==> config.mk <==
export PLATFORM = sky130hd
export DESIGN_NAME = backend_pipe_top
export DESIGN_NICKNAME = d
export VERILOG_FILES = /design/src/design/bepipe_pkg.sv /design/src/design/operand_forward.sv /design/src/design/exec_alu.sv /design/src/design/ex_issue_stage.sv /design/src/design/mem_wb_stages.sv /design/src/design/backend_pipe_top.sv
export VERILOG_INCLUDE_DIRS = /design/src /design/src/include
export SDC_FILE = /design/constraint.sdc
export NUM_CORES = 1
export LEC_CHECK = 0
export BUFFER_PORTS_ARGS = -buffer_cell sky130_fd_sc_hd__buf_2
export CAP_MARGIN = 5
export CORE_MARGIN = 2
export CORE_UTILIZATION = 50
export CTS_BUF_LIST = sky130_fd_sc_hd__clkbuf_16
export DETAILED_ROUTE_END_ITERATION = 6
export PLACE_DENSITY_LB_ADDON = 0.2
export SLEW_MARGIN = 30
export SYNTH_ARGS = -nofsm -noshare
export SYNTH_HDL_FRONTEND = slang
export SYNTH_HIERARCHICAL = 1
export SYNTH_SLANG_ARGS = --single-unit
==> constraint.sdc <==
create_clock -name clk -period 13.2 [get_ports clk]
set_clock_uncertainty 0.15 [all_clocks]
set_input_delay 1.98 -clock clk [delete_from_list [all_inputs] [get_ports clk]]
set_output_delay 1.98 -clock clk [all_outputs]
set_load 0.03 [all_outputs]
==> src/include/bepipe_params.svh <==
`ifndef BEPIPE_PARAMS_SVH
`define BEPIPE_PARAMS_SVH

// datapath word
`define BP_XLEN 32

// register file address, r0 means no write
`define BP_REG_ADDR_W 5

// lanes that feed results back into ex
`define BP_PIPES 2

// forwarding stages per lane, m1 m2 wb
`define BP_FWD_STAGES 3

// stall/clear controlled stages, ex m1 m2
`define BP_CTRL_STAGES 3

`endif

==> src/design/bepipe_pkg.sv <==
`default_nettype none

`include "bepipe_params.svh"

package bepipe_pkg;

	typedef logic [`BP_XLEN-1:0] word_t;

	typedef logic [`BP_REG_ADDR_W-1:0] reg_addr_t; // 0 = no write back

	// one-hot, [0] held [1] m1 [2] m2 [3] wb
	typedef logic [3:0] fwd_src_t;

	// [0] ex [1] m1 [2] m2
	typedef logic [`BP_CTRL_STAGES-1:0] stage_vec_t;

	typedef enum logic [3:0] {
		ALU_ADD  = 4'd0,
		ALU_SUB  = 4'd1,
		ALU_AND  = 4'd2,
		ALU_OR   = 4'd3,
		ALU_XOR  = 4'd4,
		ALU_SLL  = 4'd5,
		ALU_SRL  = 4'd6,
		ALU_SLT  = 4'd7,
		ALU_LINK = 4'd8 // pc + 4
	} alu_op_t;

endpackage

`default_nettype wire

==> src/design/operand_forward.sv <==
`timescale 1ns/1ps
`default_nettype none

`include "bepipe_params.svh"

module operand_forward (
	input  bepipe_pkg::word_t    old_data_i,
	input  bepipe_pkg::fwd_src_t sel_i,
	input  logic                 pipe_i,
	input  bepipe_pkg::word_t [`BP_PIPES-1:0][`BP_FWD_STAGES-1:0] src_i,
	output bepipe_pkg::word_t    data_o
);

	bepipe_pkg::word_t [`BP_FWD_STAGES-1:0] lane; // results of the selected lane

	assign lane = src_i[pipe_i];

	// sel bit s+1 picks stage s of the lane
	// walked from wb down so the lowest set bit wins
	always_comb begin
		data_o = old_data_i;
		for (int s = `BP_FWD_STAGES - 1; s >= 0; s--) begin
			if (sel_i[s+1]) begin
				data_o = lane[s];
			end
		end
		if (sel_i[0]) begin
			data_o = old_data_i; // held value overrides everything
		end
	end

endmodule

`default_nettype wire

==> src/design/exec_alu.sv <==
`timescale 1ns/1ps
`default_nettype none

`include "bepipe_params.svh"

module exec_alu (
	input  bepipe_pkg::alu_op_t op_i,
	input  bepipe_pkg::word_t   a_i,
	input  bepipe_pkg::word_t   b_i,
	input  bepipe_pkg::word_t   pc_i,
	output bepipe_pkg::word_t   result_o
);

	logic [$clog2(`BP_XLEN)-1:0] shamt; // low bits of b only
	logic                        lt;    // signed a < b

	assign shamt = b_i[$clog2(`BP_XLEN)-1:0];
	assign lt    = $signed(a_i) < $signed(b_i);

	always_comb begin
		case (op_i)
			bepipe_pkg::ALU_ADD: begin
				result_o = a_i + b_i;
			end
			bepipe_pkg::ALU_SUB: begin
				result_o = a_i - b_i;
			end
			bepipe_pkg::ALU_AND:  result_o = a_i & b_i;
			bepipe_pkg::ALU_OR:   result_o = a_i | b_i;
			bepipe_pkg::ALU_XOR:  result_o = a_i ^ b_i;
			bepipe_pkg::ALU_SLL:  result_o = a_i << shamt;
			bepipe_pkg::ALU_SRL:  result_o = a_i >> shamt; // logical
			bepipe_pkg::ALU_SLT: begin
				result_o = bepipe_pkg::word_t'(lt);
			end
			// return address for jal style ops
			bepipe_pkg::ALU_LINK: begin
				result_o = pc_i + bepipe_pkg::word_t'(4);
			end
			default: begin
				result_o = '0;
			end
		endcase
	end

endmodule

`default_nettype wire

==> src/design/ex_issue_stage.sv <==
`timescale 1ns/1ps
`default_nettype none

`include "bepipe_params.svh"

module ex_issue_stage (
	input  logic                   clk,
	input  logic                   rst_n,

	input  logic                   issue_i,
	input  bepipe_pkg::alu_op_t    op_i,
	input  bepipe_pkg::reg_addr_t  rd_i,
	input  bepipe_pkg::word_t      pc_i,
	input  bepipe_pkg::word_t      opnd0_i,
	input  bepipe_pkg::word_t      opnd1_i,
	input  bepipe_pkg::fwd_src_t   fwd_sel0_i,
	input  bepipe_pkg::fwd_src_t   fwd_sel1_i,
	input  logic                   fwd_pipe0_i,
	input  logic                   fwd_pipe1_i,
	input  bepipe_pkg::word_t [`BP_PIPES-1:0][`BP_FWD_STAGES-1:0] fwd_src_i,
	input  bepipe_pkg::stage_vec_t stall_vec_i,

	output bepipe_pkg::alu_op_t    ex_op_o,
	output bepipe_pkg::reg_addr_t  ex_rd_o,
	output bepipe_pkg::word_t      ex_pc_o,
	output bepipe_pkg::word_t      ex_a_o,
	output bepipe_pkg::word_t      ex_b_o
);

	bepipe_pkg::alu_op_t   ex_op_q;
	bepipe_pkg::reg_addr_t ex_rd_q;
	bepipe_pkg::word_t     ex_pc_q;

	// per operand state, index 0 is a, 1 is b
	bepipe_pkg::word_t    opnd_q   [2]; // held value
	bepipe_pkg::fwd_src_t sel_q    [2];
	logic                 pipe_q   [2];
	bepipe_pkg::word_t    opnd_fwd [2]; // after forwarding

	bepipe_pkg::word_t    opnd_in  [2];
	bepipe_pkg::fwd_src_t sel_in   [2];
	logic                 pipe_in  [2];

	assign opnd_in[0] = opnd0_i;
	assign opnd_in[1] = opnd1_i;
	assign sel_in[0]  = fwd_sel0_i;
	assign sel_in[1]  = fwd_sel1_i;
	assign pipe_in[0] = fwd_pipe0_i;
	assign pipe_in[1] = fwd_pipe1_i;

	// producer moves one stage on unless its own stage is stalled too,
	// once it leaves wb the captured value is the only copy left
	function automatic bepipe_pkg::fwd_src_t step_sel(
		input bepipe_pkg::fwd_src_t   sel,
		input bepipe_pkg::stage_vec_t stall
	);
		bepipe_pkg::fwd_src_t nxt;
		nxt = sel;
		if (sel[3]) begin
			nxt = 4'b0001;
		end else if (sel[2] && !stall[2]) begin
			nxt = 4'b1000;
		end else if (sel[1] && !stall[1]) begin
			nxt = 4'b0100;
		end
		return nxt;
	endfunction

	for (genvar k = 0; k < 2; k++) begin : g_opnd
		operand_forward i_operand_forward (
			.old_data_i(opnd_q[k]),
			.sel_i     (sel_q[k]),
			.pipe_i    (pipe_q[k]),
			.src_i     (fwd_src_i),
			.data_o    (opnd_fwd[k])
		);
	end

	always_ff @(posedge clk) begin
		if (!rst_n) begin
			ex_op_q <= bepipe_pkg::ALU_ADD;
			ex_rd_q <= '0;
			ex_pc_q <= '0;
			for (int k = 0; k < 2; k++) begin
				opnd_q[k] <= '0;
				sel_q[k]  <= 4'b0001;
				pipe_q[k] <= 1'b0;
			end
		end else if (!stall_vec_i[0]) begin
			if (issue_i) begin
				ex_op_q <= op_i;
				ex_rd_q <= rd_i;
				ex_pc_q <= pc_i;
				for (int k = 0; k < 2; k++) begin
					opnd_q[k] <= opnd_in[k];
					sel_q[k]  <= sel_in[k];
					pipe_q[k] <= pipe_in[k];
				end
			end else begin
				// bubble, zero operands so its add result is 0 too
				ex_op_q <= bepipe_pkg::ALU_ADD;
				ex_rd_q <= '0;
				ex_pc_q <= '0;
				for (int k = 0; k < 2; k++) begin
					opnd_q[k] <= '0;
					sel_q[k]  <= 4'b0001;
					pipe_q[k] <= 1'b0;
				end
			end
		end else begin
			for (int k = 0; k < 2; k++) begin
				opnd_q[k] <= opnd_fwd[k]; // snapshot before the source moves on
				sel_q[k]  <= step_sel(sel_q[k], stall_vec_i);
			end
		end
	end

	assign ex_op_o = ex_op_q;
	assign ex_rd_o = ex_rd_q;
	assign ex_pc_o = ex_pc_q;
	assign ex_a_o  = opnd_fwd[0];
	assign ex_b_o  = opnd_fwd[1];

endmodule

`default_nettype wire

==> src/design/mem_wb_stages.sv <==
`timescale 1ns/1ps
`default_nettype none

`include "bepipe_params.svh"

module mem_wb_stages (
	input  logic                   clk,
	input  logic                   rst_n,

	input  bepipe_pkg::stage_vec_t stall_vec_i,
	input  bepipe_pkg::stage_vec_t clr_vec_i,

	// from ex
	input  bepipe_pkg::reg_addr_t  ex_rd_i,
	input  bepipe_pkg::word_t      ex_result_i,

	output bepipe_pkg::reg_addr_t  reg_w_addr_o,
	output bepipe_pkg::word_t      reg_w_data_o,
	output bepipe_pkg::word_t [`BP_FWD_STAGES-1:0] fwd_data_o
);

	// stage s: 0 m1, 1 m2, 2 wb
	bepipe_pkg::reg_addr_t rd_q   [`BP_FWD_STAGES];
	bepipe_pkg::word_t     res_q  [`BP_FWD_STAGES];

	// what each stage would load
	bepipe_pkg::reg_addr_t rd_in  [`BP_FWD_STAGES];
	bepipe_pkg::word_t     res_in [`BP_FWD_STAGES];

	logic [`BP_FWD_STAGES-2:0] hold;   // m1 or m2 keeps its contents
	logic [`BP_FWD_STAGES-1:0] bubble; // stage takes an empty slot

	assign hold = stall_vec_i[`BP_CTRL_STAGES-1:1];

	// upstream stalled or flushed, nothing valid arrives
	assign bubble = clr_vec_i | stall_vec_i;

	always_comb begin
		rd_in[0]  = ex_rd_i;
		res_in[0] = ex_result_i;
		for (int s = 1; s < `BP_FWD_STAGES; s++) begin
			rd_in[s]  = rd_q[s-1];
			res_in[s] = res_q[s-1];
		end
	end

	always_ff @(posedge clk) begin
		if (!rst_n) begin
			for (int s = 0; s < `BP_FWD_STAGES; s++) begin
				rd_q[s]  <= '0;
				res_q[s] <= '0;
			end
		end else begin
			for (int s = 0; s < `BP_FWD_STAGES - 1; s++) begin
				if (hold[s]) begin
					rd_q[s]  <= rd_q[s];
					res_q[s] <= res_q[s];
				end else if (bubble[s]) begin
					rd_q[s]  <= '0;
					res_q[s] <= '0;
				end else begin
					rd_q[s]  <= rd_in[s];
					res_q[s] <= res_in[s];
				end
			end
			// wb has no stall of its own, it always moves
			if (bubble[`BP_FWD_STAGES-1]) begin
				rd_q[`BP_FWD_STAGES-1]  <= '0;
				res_q[`BP_FWD_STAGES-1] <= '0;
			end else begin
				rd_q[`BP_FWD_STAGES-1]  <= rd_in[`BP_FWD_STAGES-1];
				res_q[`BP_FWD_STAGES-1] <= res_in[`BP_FWD_STAGES-1];
			end
		end
	end

	// register file write port
	assign reg_w_addr_o = rd_q[`BP_FWD_STAGES-1];
	assign reg_w_data_o = res_q[`BP_FWD_STAGES-1];

	// results offered to both lanes' ex stages
	always_comb begin
		for (int s = 0; s < `BP_FWD_STAGES; s++) begin
			fwd_data_o[s] = res_q[s];
		end
	end

endmodule

`default_nettype wire

==> src/design/backend_pipe_top.sv <==
`timescale 1ns/1ps
`default_nettype none

`include "bepipe_params.svh"

module backend_pipe_top (
	input  logic                   clk,
	input  logic                   rst_n,

	// issue side
	input  logic                   issue_i,
	input  bepipe_pkg::alu_op_t    op_i,
	input  bepipe_pkg::reg_addr_t  rd_i,
	input  bepipe_pkg::word_t      pc_i,
	input  bepipe_pkg::word_t      opnd0_i,
	input  bepipe_pkg::word_t      opnd1_i,
	input  bepipe_pkg::fwd_src_t   fwd_sel0_i,
	input  bepipe_pkg::fwd_src_t   fwd_sel1_i,
	input  logic                   fwd_pipe0_i,
	input  logic                   fwd_pipe1_i,

	// results of both lanes, [lane][m1/m2/wb]
	input  bepipe_pkg::word_t [`BP_PIPES-1:0][`BP_FWD_STAGES-1:0] fwd_src_i,

	input  bepipe_pkg::stage_vec_t stall_vec_i,
	input  bepipe_pkg::stage_vec_t clr_vec_i,

	output bepipe_pkg::reg_addr_t  reg_w_addr_o,
	output bepipe_pkg::word_t      reg_w_data_o,
	output bepipe_pkg::word_t [`BP_FWD_STAGES-1:0] fwd_data_o
);

	bepipe_pkg::alu_op_t   ex_op;
	bepipe_pkg::reg_addr_t ex_rd;
	bepipe_pkg::word_t     ex_pc;
	bepipe_pkg::word_t     ex_a;
	bepipe_pkg::word_t     ex_b;
	bepipe_pkg::word_t     ex_result;

	ex_issue_stage i_ex_issue_stage (
		.clk        (clk),
		.rst_n      (rst_n),
		.issue_i    (issue_i),
		.op_i       (op_i),
		.rd_i       (rd_i),
		.pc_i       (pc_i),
		.opnd0_i    (opnd0_i),
		.opnd1_i    (opnd1_i),
		.fwd_sel0_i (fwd_sel0_i),
		.fwd_sel1_i (fwd_sel1_i),
		.fwd_pipe0_i(fwd_pipe0_i),
		.fwd_pipe1_i(fwd_pipe1_i),
		.fwd_src_i  (fwd_src_i),
		.stall_vec_i(stall_vec_i),
		.ex_op_o    (ex_op),
		.ex_rd_o    (ex_rd),
		.ex_pc_o    (ex_pc),
		.ex_a_o     (ex_a),
		.ex_b_o     (ex_b)
	);

	exec_alu i_exec_alu (
		.op_i    (ex_op),
		.a_i     (ex_a),
		.b_i     (ex_b),
		.pc_i    (ex_pc),
		.result_o(ex_result)
	);

	mem_wb_stages i_mem_wb_stages (
		.clk         (clk),
		.rst_n       (rst_n),
		.stall_vec_i (stall_vec_i),
		.clr_vec_i   (clr_vec_i),
		.ex_rd_i     (ex_rd),
		.ex_result_i (ex_result),
		.reg_w_addr_o(reg_w_addr_o),
		.reg_w_data_o(reg_w_data_o),
		.fwd_data_o  (fwd_data_o)
	);

endmodule

`default_nettype wire

==> metrics.md <==
| Metric | Value |
|---|---|
| Result of the run | `complete, no violations` |
| Synth top area cells | `sky130_fd_sc_hd__edfxtp_1 (25%), sky130_fd_sc_hd__mux2_2 (6.5%), sky130_fd_sc_hd__ha_1 (5.5%), sky130_fd_sc_hd__mux2i_1 (5.3%), sky130_fd_sc_hd__mux4_2 (5.0%)` |
| Critical hold path startpoint | `i_ex_issue_stage/ex_rd_o[0]` |
| Area of the die | `46590 sq um` |
| Area leader, netlist | `sky130_fd_sc_hd__edfxtp_1` |
| Worst IR Drop VDD | `0.1011 mV` |
| Worst-margin pin slew | `0.9853 ns` |
| Cell-internal power | `1696 uW` |
| Count of routing violations after the opening detailed-route iteration | `2303` |
| Period utilization | `54.94%` |
| Area after DPL | `25270 sq um` |
| Unrepaired setup endpoints after global routing | `no` |
| Max cap viols | `0` |
| Hold/Removal Path Class | `register to register` |
| Final ANT Viol Nets | `0` |
| Clock latency at the later pin of the worst-skew pair | `0.57 ns` |
| Post-detail-place hpwl | `65380 um` |
| Avg Cell Area, Syn | `9.520 sq um` |
| Std cell rows | `77` |
| First-pass detailed-route iteration total | `6` |
| Wire length of the first global-routing pass | `133400 um` |
| Largest driver fanout on the critical path | `63` |
| Met1 demand-to-capacity share in global routing | `47.73%` |
| Per-cell via count in the routed design | `6.510` |
| Worst reg2reg path startpoint | `i_ex_issue_stage/pipe_q[0][1]` |
| Leak pwr | `0.01101 uW` |
| Fill count | `3901` |
| Number of global-route vias before repair | `21460` |
| Number of synthesized flops with an enable pin | `185` |
| Total Neg Setup Slack | `0 ns` |
| Most common library cell in the layout ignoring fill and taps | `sky130_fd_sc_hd__buf_2` |
| Proportion of power drawn by flip-flops and latches | `29.4%` |
| Sort of element at the start of the critical path | `register` |
| Combinational fraction of design power | `45.6%` |
| Part of the Yosys area used for sequential elements | `28.42%` |
| Critical path class | `register to register` |
| Remaining global-route overflow | `0` |
| GR met3 Demand/Resource | `4.961%` |
| GR peak layer | `met2` |
| Most used flip-flop cell after synthesis | `sky130_fd_sc_hd__edfxtp_1` |
| Die extent in y | `215.8 um` |
| Number of cell instances on the worst register-to-register path | `18` |
| Leading cell types in the layout, fill and taps excluded | `sky130_fd_sc_hd__buf_2 (448), sky130_fd_sc_hd__edfxtp_1 (185), sky130_fd_sc_hd__and2_1 (150)` |
| CP Data Arrival Time | `7.43 ns` |
| CTS clk-pin slew, worst paths | `0.06 ns` |
| I/O pin total | `449` |
| Asr flop ratio synth | `0%` |
| H-tree depth | `1` |
| Clock tree from TritonCTS | `yes` |
| Net switching power figure | `1175 uW` |
| Unique cell type count in the Yosys netlist | `94` |
| Switching part of the total | `40.94%` |
| Number of sinks handled by clock tree synthesis | `226` |
| Root Buffer | `sky130_fd_sc_hd__clkbuf_16` |
| Count of unresolved DRC violations after routing | `0` |
| Reg-to-reg critical path endpoint | `i_mem_wb_stages/res_q[0][26]` |
| Relative contribution of the clock network to total power | `25.1%` |
| Endpoint required time on the critical path | `13.37 ns` |
| Post-Route WL | `89430 um` |
| Shortest period the worst path allows | `7.252 ns` |
| Routability congestion estimate from global placement | `1.022` |
| Register-to-Register Setup Slack | `5.95 ns` |
| IO Port Bufs | `448` |
| Initial antenna violation count | `6` |
| Synthesized flop and latch total | `226` |
| Number of hold-slack violations in the final timing report | `0` |
| Endpoint with the worst hold slack | `i_ex_issue_stage/ex_rd_o[0]` |
| Total vias in the final route | `22170` |
| Width of the die | `215.8 um` |
| Relative slew slack | `33.75%` |
| Worst slack after detailed placement | `6.144 ns` |
| Depth of the worst hold-timing path | `1` |
| Cell area after layout | `26150 sq um` |
| Area fraction of the dominant cell type after synthesis | `24.76%` |
| Fraction of final layout cells with drive strength greater than 1 | `30.63%` |
| Endpoint type of the worst setup path | `register` |
| Buffer levels on the longest clock path | `3` |
| Core area | `44220 sq um` |
| Synthesized netlist cell count | `2357` |
| Final slew viol count | `0` |
| Maximum number of pins on one net before global-route repair | `71` |
| Count of hold buffers inserted by post-cts repair | `0` |
| Achievable Freq | `137.9 MHz` |
| Post-DR wirelength/cell | `26.26 um` |
| PnR Total Power | `2871 uW` |
| Setup Buffers After CTS | `0` |
| Area added between synthesis and finish | `16.55%` |
| Total Nets Final | `3203` |
| Final WS setup | `5.948 ns` |
| Global Route met2 Usage | `60.55%` |
| Number of setup violations in the final report | `0` |
| Warnings from Yosys | `6` |
| Combined area of all synthesized cells | `22440 sq um` |
| Total Routing Usage GR | `37.10%` |
| Total power density per cell area | `109.8 nW/um^2` |
| Initial core utilization | `50.74%` |
| Number of gates resized after cts | `0` |
| TritonCTS buffer count | `27` |
[layout make-up]
cell class	count	area (sq um)	share of cell area [%]
well taps	592	740.7	2.832
clock inverters	21	116.4	0.4450
flip-flops and latches	226	6376	24.38
multi-input cells	1907	14980	57.29
diodes	6	15.01	0.05741
clock buffers	29	725.7	2.775
inverters	100	375.4	1.435
repair buffers	525	2820	10.78
[sequential cells by signal, summed over array words and instances, names as in the netlist]
signal,cells
i_mem_wb_stages/res_q,96
i_ex_issue_stage/opnd_q,64
i_ex_issue_stage/ex_pc_o,32
i_mem_wb_stages/rd_q,15
i_ex_issue_stage/sel_q,8
i_ex_issue_stage/ex_rd_o,5
i_ex_issue_stage/ex_op_o,4
i_ex_issue_stage/pipe_q,2
[per-layer routing]
metal / share of wire, % / wire (um)
met1: 40 / 35680
met2: 47 / 41690
met3: 7.3 / 6497
met4: 6.2 / 5562
met5: 0 / 0
[through the flow]
stage | hold slack, ns | cells | util, %
global route | 0.3534 | 3406 | 59.14
CTS | 0.3303 | 3400 | 59.06
global placement | 0.3073 | 3350 | 57.14
floorplan | 0.2905 | 2458 | -
finish | 0.3275 | 3406 | 59.14
detailed placement | 0.3094 | 3350 | 57.15
[cells in the mapped netlist, types with 36 or more instances]
library cell and instances:
sky130_fd_sc_hd__nand3_1 36, sky130_fd_sc_hd__ha_1 98, sky130_fd_sc_hd__o221ai_1 83, sky130_fd_sc_hd__nor2_1 113, sky130_fd_sc_hd__nor3_1 36, sky130_fd_sc_hd__a22o_1 106
sky130_fd_sc_hd__buf_4 37, sky130_fd_sc_hd__clkbuf_1 86, sky130_fd_sc_hd__nand2_1 112, sky130_fd_sc_hd__o21ai_0 77, sky130_fd_sc_hd__and2_1 150, sky130_fd_sc_hd__edfxtp_1 185
sky130_fd_sc_hd__mux2_2 129, sky130_fd_sc_hd__inv_1 97, sky130_fd_sc_hd__mux4_2 50, sky130_fd_sc_hd__a22oi_1 76, sky130_fd_sc_hd__dfxtp_1 41, sky130_fd_sc_hd__a21oi_1 73
sky130_fd_sc_hd__buf_2 51, sky130_fd_sc_hd__o21ai_1 64, sky130_fd_sc_hd__mux2i_1 118
[cells by family (layout without fill, tap and decap cells)]
logic type | count (synthesis) | count (layout) | synth area share, %
compound gates | 752 | 752 | 24.93
simple gates | 608 | 608 | 14.79
buf+inv | 325 | 675 | 7.143
mux | 314 | 314 | 17.88
flops | 226 | 226 | 28.42
fa+ha+maj | 100 | 100 | 5.643
xor+xnor | 30 | 30 | 1.171
other cells | 2 | 109 | 0.03347
[worst max-delay path, stage by stage (launching register included)]
cell	delay [ns]
sky130_fd_sc_hd__edfxtp_1	0.66
sky130_fd_sc_hd__buf_4	0.60
sky130_fd_sc_hd__buf_4	0.68
sky130_fd_sc_hd__mux2_2	0.41
sky130_fd_sc_hd__o221ai_1	0.31
sky130_fd_sc_hd__o21ai_4	0.07
sky130_fd_sc_hd__buf_4	0.34
sky130_fd_sc_hd__inv_2	0.10
sky130_fd_sc_hd__buf_4	0.49
sky130_fd_sc_hd__ha_1	0.46
sky130_fd_sc_hd__nor2_1	0.20
sky130_fd_sc_hd__a2111oi_0	0.17
sky130_fd_sc_hd__nor4_1	0.61
sky130_fd_sc_hd__o31a_1	0.34
sky130_fd_sc_hd__o2111ai_1	0.30
sky130_fd_sc_hd__o311a_1	0.38
sky130_fd_sc_hd__a221o_1	0.30
sky130_fd_sc_hd__a21o_1	0.17
sky130_fd_sc_hd__and2_1	0.12
[worst max path at each step]
| stage | startpoint | to |
|---|---|---|
| floorplan | fwd_src_i[162] | i_mem_wb_stages/res_q[0][23] |
| global placement | fwd_src_i[99] | i_mem_wb_stages/res_q[0][26] |
| detailed placement | i_ex_issue_stage/pipe_q[0][1] | i_mem_wb_stages/res_q[0][26] |
| CTS | i_ex_issue_stage/pipe_q[0][1] | i_mem_wb_stages/res_q[0][26] |
| global route | i_ex_issue_stage/pipe_q[0][1] | i_mem_wb_stages/res_q[0][26] |
| finish | i_ex_issue_stage/pipe_q[0][1] | i_mem_wb_stages/res_q[0][26] |
[power groups by stage]
stage	clock network, uW	logic (uW)	registers [uW]
floorplan	0	824	882
CTS	733	1270	843
detailed placement	0	1270	858
finish	719	1310	843
global placement	0	1260	856
global route	753	1390	847
Note: power is estimated with default switching activity, not from simulation.
